`src/hw/mem_system_pkg.sv`:
```
//**************************************************************************
// Shared types and constants for the cached data memory subsystem.
// Address field types follow the split tag | index | word | byte.
// Modules refer to these by scoped name.
//**************************************************************************

package mem_system_pkg;

   // Byte address and data word
   typedef logic [15:0] addr_t;
   typedef logic [15:0] word_t;

   // Address fields, bits 15:11, 10:3 and 2:1
   typedef logic [4:0] tag_t;
   typedef logic [7:0] index_t;

   // Word within a line, doubles as the bank number
   typedef logic [1:0] word_sel_t;

   // One busy flag per memory bank
   typedef logic [3:0] bank_mask_t;

   // Cache geometry
   localparam int LINE_WORDS  = 4;
   localparam int CACHE_LINES = 256;

   // Main memory size in words
   localparam int MEM_WORDS = 32768;

   // Cycles from an accepted read to valid read data
   localparam int MEM_READ_LATENCY = 2;

   // Cycles a bank refuses new accesses after accepting one
   localparam int BANK_BUSY_CYCLES = 4;

   // Width of the per-bank busy counter
   localparam int BUSY_CNT_W = $clog2(BANK_BUSY_CYCLES + 1);

endpackage
```
`src/hw/cache_ctrl.sv`:
```
//**************************************************************************
// Cache controller FSM. Checks for a hit, writes back a dirty victim,
// refills the line from banked memory and completes the request.
// Refill fetches the requested word last so it arrives with done.
//**************************************************************************

`timescale 1ns/1ps

module cache_ctrl (
   input  logic                      clk,
   input  logic                      rst,
   input  mem_system_pkg::addr_t     addr,
   input  logic                      rd,
   input  logic                      wr,
   input  logic                      mem_stall,
   input  mem_system_pkg::tag_t      tag_in,
   input  logic                      hit,
   input  logic                      dirty,
   input  logic                      valid,
   output logic                      cache_en,
   output mem_system_pkg::index_t    cache_index,
   output mem_system_pkg::tag_t      cache_tag,
   output mem_system_pkg::word_sel_t word_sel,
   output logic                      comp,
   output logic                      cache_write,
   output logic                      valid_in,
   output logic                      sel_proc_data,
   output mem_system_pkg::addr_t     mem_addr,
   output logic                      mem_rd,
   output logic                      mem_wr,
   output logic                      sel_mem_out,
   output logic                      done,
   output logic                      stall,
   output logic                      cache_hit,
   output logic                      err
);

   typedef enum logic [2:0] {
      st_idle,
      st_compare,
      st_writeback,
      st_refill,
      st_drain,
      st_complete
   } cache_state_t;

   localparam mem_system_pkg::word_sel_t LAST_WORD =
      mem_system_pkg::word_sel_t'(mem_system_pkg::LINE_WORDS - 1);

   cache_state_t state, next_state;

   mem_system_pkg::tag_t      req_tag;
   mem_system_pkg::index_t    req_index;
   mem_system_pkg::word_sel_t req_word;
   logic                      req_err;

   // Writeback, read issue and fill counters
   mem_system_pkg::word_sel_t wb_cnt;
   mem_system_pkg::word_sel_t rf_cnt;
   mem_system_pkg::word_sel_t fill_cnt;
   mem_system_pkg::word_sel_t rf_word;
   mem_system_pkg::word_sel_t fill_word;

   // One bit per read in flight in the memory pipeline
   logic [mem_system_pkg::MEM_READ_LATENCY-1:0] issue_pipe;
   logic rd_accept;
   logic ret_valid;

   assign req_tag   = addr[15:11];
   assign req_index = addr[10:3];
   assign req_word  = addr[2:1];
   assign req_err   = addr[0] || (rd && wr);

   // Start one past the requested word so it comes back last
   assign rf_word   = mem_system_pkg::word_sel_t'(req_word + rf_cnt + 2'd1);
   assign fill_word = mem_system_pkg::word_sel_t'(req_word + fill_cnt + 2'd1);

   assign rd_accept = mem_rd && !mem_stall;
   assign ret_valid = issue_pipe[mem_system_pkg::MEM_READ_LATENCY-1];

   always_ff @(posedge clk) begin
      if (rst) begin
         state      <= st_idle;
         wb_cnt     <= '0;
         rf_cnt     <= '0;
         fill_cnt   <= '0;
         issue_pipe <= '0;
      end else begin
         state      <= next_state;
         issue_pipe <= {issue_pipe[mem_system_pkg::MEM_READ_LATENCY-2:0], rd_accept};
         // Counters wrap back to zero after the last word
         if ((state == st_writeback) && !mem_stall) begin
            wb_cnt <= wb_cnt + 2'd1;
         end
         if (rd_accept) begin
            rf_cnt <= rf_cnt + 2'd1;
         end
         if (ret_valid) begin
            fill_cnt <= fill_cnt + 2'd1;
         end
      end
   end

   always_comb begin
      next_state = state;
      case (state)
         st_idle:      if (rd || wr) next_state = st_compare;
         st_compare: begin
            if (req_err || hit) begin
               next_state = st_idle;
            end else if (valid && dirty) begin
               next_state = st_writeback;
            end else begin
               next_state = st_refill;
            end
         end
         st_writeback: if (!mem_stall && (wb_cnt == LAST_WORD)) next_state = st_refill;
         st_refill:    if (rd_accept && (rf_cnt == LAST_WORD)) next_state = st_drain;
         // Last read is one cycle from returning
         st_drain:     if (issue_pipe[mem_system_pkg::MEM_READ_LATENCY-2]) next_state = st_complete;
         st_complete:  next_state = st_idle;
         default:      next_state = st_idle;
      endcase
   end

   always_comb begin
      cache_en      = 1'b0;
      cache_index   = req_index;
      cache_tag     = req_tag;
      word_sel      = req_word;
      comp          = 1'b0;
      cache_write   = 1'b0;
      valid_in      = 1'b0;
      sel_proc_data = 1'b0;
      mem_addr      = {req_tag, req_index, rf_word, 1'b0};
      mem_rd        = 1'b0;
      mem_wr        = 1'b0;
      sel_mem_out   = 1'b0;
      done          = 1'b0;
      cache_hit     = 1'b0;
      err           = 1'b0;
      case (state)
         st_compare: begin
            cache_en      = 1'b1;
            comp          = 1'b1;
            sel_proc_data = 1'b1;
            cache_write   = wr && hit && !req_err;
            done          = hit || req_err;
            cache_hit     = hit && !req_err;
            err           = req_err;
         end
         st_writeback: begin
            // Victim address comes from the stored tag
            cache_en = 1'b1;
            word_sel = wb_cnt;
            mem_wr   = 1'b1;
            mem_addr = {tag_in, req_index, wb_cnt, 1'b0};
         end
         st_refill, st_drain: begin
            mem_rd = (state == st_refill);
            if (ret_valid) begin
               cache_en    = 1'b1;
               cache_write = 1'b1;
               valid_in    = 1'b1;
               word_sel    = fill_word;
            end
         end
         st_complete: begin
            cache_en    = 1'b1;
            cache_write = 1'b1;
            done        = 1'b1;
            if (wr) begin
               // Line is valid by now, so this is a hit write
               comp          = 1'b1;
               sel_proc_data = 1'b1;
            end else begin
               valid_in    = 1'b1;
               sel_mem_out = 1'b1;
            end
         end
         default: ;
      endcase
   end

   assign stall = (state != st_idle) && !done;

   assert property (@(posedge clk) disable iff (rst) done |=> !done)
      else $error("done held for two cycles");

endmodule

```
`config.mk`:
```
export PLATFORM = sky130hd
export DESIGN_NAME = cache_ctrl
export DESIGN_NICKNAME = d
export VERILOG_FILES = /design/src/hw/mem_system_pkg.sv /design/src/hw/cache_ctrl.sv
export SDC_FILE = /design/constraint.sdc
export NUM_CORES = 1
export LEC_CHECK = 0
export ABC_AREA = 1
export BUFFER_PORTS_ARGS = -buffer_cell sky130_fd_sc_hd__buf_2
export CORE_MARGIN = 3
export CORE_UTILIZATION = 40
export DETAILED_ROUTE_END_ITERATION = 7
export GPL_TIMING_DRIVEN = 0
export PLACE_DENSITY_LB_ADDON = 0.3
export SLEW_MARGIN = 0
export SYNTH_ARGS = -nofsm -noshare
export SYNTH_HDL_FRONTEND = slang
export SYNTH_SLANG_ARGS = --single-unit
```
`constraint.sdc`:
```
create_clock -name clk -period 2.95 [get_ports clk]
set_clock_uncertainty 0.15 [all_clocks]
set_input_delay 0.1475 -clock clk [delete_from_list [all_inputs] [get_ports clk]]
set_output_delay 0.1475 -clock clk [all_outputs]
set_load 0.02 [all_outputs]
```
Word level (Yosys, flattened, before mapping)
Index checks and enable logic that the tools add are counted.

storage, ports and cells
  logic and storage cells = 67
  input port bits = 29
  output and inout port bits = 43
  register bits = 11

cells by class
  add/sub/neg operators = 7
  equal/unequal tests = 11
  muxes and demuxes = 23
  reductions and logical operators = 21

operator list
  operator             number
  $mux 16              1
  $pmux 3 s5           1
  $mux 3               4
  $add 2x1->2 const B  5
  $logic_and 1x1->1    10
  $mux 1               9
  $pmux 1 s2           4
  $eq 3x2->1 const B   2
  $eq 3x3->1 const B   2
  $ne 2x2->1 const B   3
  $add 2x2->2          2
  $eq 2x2->1 const B   2
  $mux 2               2
  $pmux 2 s2           1
  $reduce_and 4->1     1
  $eq 3x1->1 const B   1
  $logic_not 1->1      3
  $logic_not 3->1      1
  $logic_or 1x1->1     3
  $pmux 1 s3           1
  $reduce_bool 3->1    1
  $reduce_or 3->1      1
  $ne 2x1->1 const B   1
  $reduce_or 2->1      1

Longest topological paths before layout
  depth in word-level cells = 7
  depth in mapped cells = 7
  depth with buffers taken out = 7

Worst setup path before layout
OpenSTA, ideal clock, no wires.

  path type = register to output
  start point = register state[2]
  end point = output port mem_addr[1]
  arrival time = 1.338 ns
  stages on the path, launching flop included = 7
  path buffers = 2
  slack = 1.314 ns
  cells stage by stage = dfxtp_1 -> buf_2 -> nor2_2 -> nand2_2 -> inv_2 -> buf_6 -> o21ai_0

on the way
  word-level cells in the longest chain between the ends = 2

ends and longest elaborated chain
  item                    line               text
  from (decl)             cache_ctrl.sv:50   cache_state_t state, next_state;
  from (signal assigned)  cache_ctrl.sv:83   state <= st_idle;
  from (signal assigned)  cache_ctrl.sv:89   state <= next_state;
  $eq 3x2->1              cache_ctrl.sv:142  case (state)
  $mux 16                 cache_ctrl.sv:142
  to (decl)               cache_ctrl.sv:28   output mem_system_pkg::addr_t mem_addr,

Every way passes these cells.

Worst setup path after layout
  start point = register state[0]
  end point = output port word_sel[0]

on the way
  word-level cells in the longest chain between the ends = 3
  elaborated cells on any way between the ends = 5

ends and longest elaborated chain
  item                                      line               text
  $eq 3x2->1 or $eq 3x3->1 (tied branches)  cache_ctrl.sv:142
  $reduce_or 2->1                           cache_ctrl.sv:142
  $pmux 2 s2 *                              cache_ctrl.sv:142
  to (decl)                                 cache_ctrl.sv:23   output mem_system_pkg::word_sel_t word_sel,

Mark *: on every way between the ends. The rest lies on a longest branch, timed or not.

==> metrics.md <==
| Metric | Value |
|---|---|
| Status | `finished, final reports clean` |
| Clk root buf | `clkbuf_4` |
| Drt drc | `0` |
| Ys flop type | `dfxtp_1` |
| Count leader, synth | `nand2_1` |
| Via Count | `1100` |
| Final min period | `1.97 ns` |
| Layout Nets | `259` |
| Clock transition at the registers of the reported paths | `0.06 ns` |
| Most common library cells after synthesis | `nand2_1 (41), buf_4 (23), inv_1 (14), nor2_1 (14), nand3_1 (13)` |
| Initial antenna violation count | `0` |
| Fillers | `226` |
| I/O pin total | `72` |
| GRT Total Usage | `0.147` |
| Crit path launch type | `register` |
| Vias in the first global route | `904` |
| CTS buffer count | `3` |
| Layout Utilization | `0.600` |
| CTS tree | `yes` |
| Warnings, synthesis | `0` |
| Antenna diodes | `0` |
| Site row count | `17` |
| Hold Crit Class | `in2reg` |
| Area of the multi-input gates | `538 um2` |
| Post-detail-place hpwl | `2070 um` |
| First-pass GRT wire length | `3870 um` |
| Leading area contributor after synthesis | `dfxtp_1` |
| F_max | `506 MHz` |
| Leakage power | `0.788 nW` |
| Vias/cell | `4.35` |
| CP Max Fanout | `7` |
| Avg WL per Cell | `9.30 um` |
| Post-CTS setup buffer count | `0` |
| Clock latency on the worst-skew pair | `0.26 ns` |
| Core ar. | `2300 um2` |
| Starting Density | `0.440` |
| Initial DRC Count | `25` |
| Mapped cell area | `1010 um2` |
| Hold_buf cts | `0` |
| CP Class | `reg2out` |
| RD Place Congestion | `0.785` |
| Average size of a mapped cell | `6.32 um2` |
| Fin. Hold Viols | `0` |
| Synth-to-layout area growth | `36.3%` |
| Sequential-to-total area share from yosys stat | `0.218` |
| Detailed-router iteration count before antenna repair | `6` |
| GR Overflow Total | `0` |
| Antenna Nets Post-Route | `0` |
| Layout cells sized above 1 | `0.444` |
| Syn Nets | `193` |
| Pwr Density | `333 nW/um2` |
| Top cell type's share of synthesized area | `0.218` |
| Top cells by area, synth | `dfxtp_1 (22%), buf_4 (17%), nand2_1 (15%)` |
| Worst setup startpoint | `state[0]` |
| Placed cell count | `249` |
| Die Y-Extent | `56.3 um` |
| Worst Path Required | `2.65 ns` |
| Die Span X | `56.3 um` |
| Post-CTS Resized | `0` |
| Port bufs | `61` |
| # H-tree levels | `1` |
| Arrival @ worst endpoint | `1.68 ns` |
| Register area | `220 um2` |
| Slew Viols, Final | `0` |
| MaxCap Viol Count | `0` |
| Hold Startpoint | `rst` |
| Final Cycle Share | `0.669` |
| Final setup violation count | `0` |
| Worst r2r src | `state[0]` |
| Post-synthesis instance total | `160` |
| Asr flop ratio synth | `0` |
| Final TNS setup | `0 ns` |
| Die area | `3170 um2` |
| RSZ-0062 raised after global routing | `false` |
| Post-Layout Cell Count | `253` |
| Crit end category | `primary output` |
| Post-synth EDFFs | `0` |
| Yosys reg bits | `11` |
| CTS Sinks | `11` |
| Count of different cell masters after synthesis | `24` |
| VDD IR max | `0.000327 V` |
| Aggregate routed wire length | `2350 um` |
| Maximum number of pins on one net before global-route repair | `11` |
| Deepest clock path buffer count | `2` |
-- where the power goes --
part,switching (mW),leakage (nW),internal (mW)
clock network,0.0463,0.0150,0.0523
logic,0.121,0.685,0.0816
registers,0.00538,0.0889,0.152
total,0.173,0.788,0.286
-- layer usage --
layer	share of wire	GRT usage	vias up	wire (um)
met5	0	0	-	0
met4	0.013	0.0644	0	31
met3	0.11	0.0437	5	270
met2	0.43	0.234	47	1010
met1	0.44	0.183	436	1050
li1	-	-	612	-
-- sequential cells by signal (all words and copies together), names as in the netlist --
| signal | count |
|---|---|
| fill_cnt | 2 |
| state | 3 |
| wb_cnt | 2 |
| issue_pipe | 2 |
| rf_cnt | 2 |
-- critical path: stages (launching register included) --
cell     delay [ns]
dfxtp_1        0.37
nor2_1         0.31
nand2_2        0.13
nand2_4        0.12
nand2_4        0.06
or2_0          0.20
nand3_1        0.08
buf_2          0.16
-- area by class of cell --
| class | count | share of cell area |
|---|---|---|
| Buffer | 26 | 0.140 |
| Tap cell | 28 | 0.0254 |
| Inverter | 16 | 0.0436 |
| Clock buffer | 4 | 0.0191 |
| Multi-Input combinational cell | 107 | 0.391 |
| Sequential cell | 11 | 0.160 |
| Timing Repair Buffer | 61 | 0.222 |
-- path summary, 6_finish.rpt --
check | cells past startpoint | end | slack [ns]
setup / recovery | 7 | word_sel[0] | 0.98
hold / removal | 2 | issue_pipe[1] | 0.06
hold reg to reg | 2 | issue_pipe[1] | 0.29
setup reg to reg | 6 | state[0] | 1.53
-- kinds of logic (layout without fill, tap and decap cells) --
logic type,Yosys count,count (layout),share of synthesized area
flip-flops,11,11,0.218
adder cells (fa/ha/maj),4,4,0.0495
AO/OA/AOI/OAI,22,22,0.116
other,1,1,0.00371
AND/OR/NAND/NOR,78,78,0.345
buffers and inverters,42,107,0.250
XOR/XNOR,2,2,0.0173
-- placed cells by master (no fill, tap or decap), types with 2 or more instances in the layout --
master,netlist,final
nor2_1,14,14
inv_2,2,2
nand3_1,13,13
nand2_1,41,41
ha_1,4,4
a21oi_1,11,11
clkbuf_1,1,2
inv_1,14,14
buf_2,1,62
nand2_4,2,2
nand2_2,3,3
xnor2_1,2,2
buf_4,23,23
o21ai_0,9,9
dfxtp_1,11,11
clkbuf_4,0,3
-- stage by stage --
step | setup slack [ns] | hold slack, ns | power, mW | area [um2]
floorplan | 1.31 | 0.225 | 0.301 | 1010
global placement | 1.25 | 0.269 | 0.365 | 1350
detailed placement | 1.25 | 0.277 | 0.366 | 1350
CTS | 0.962 | 0.0589 | 0.465 | 1380
global route | 0.846 | 0.0767 | 0.494 | 1380
finish | 0.975 | 0.0593 | 0.459 | 1380
Power figures use the tool's default switching activity.
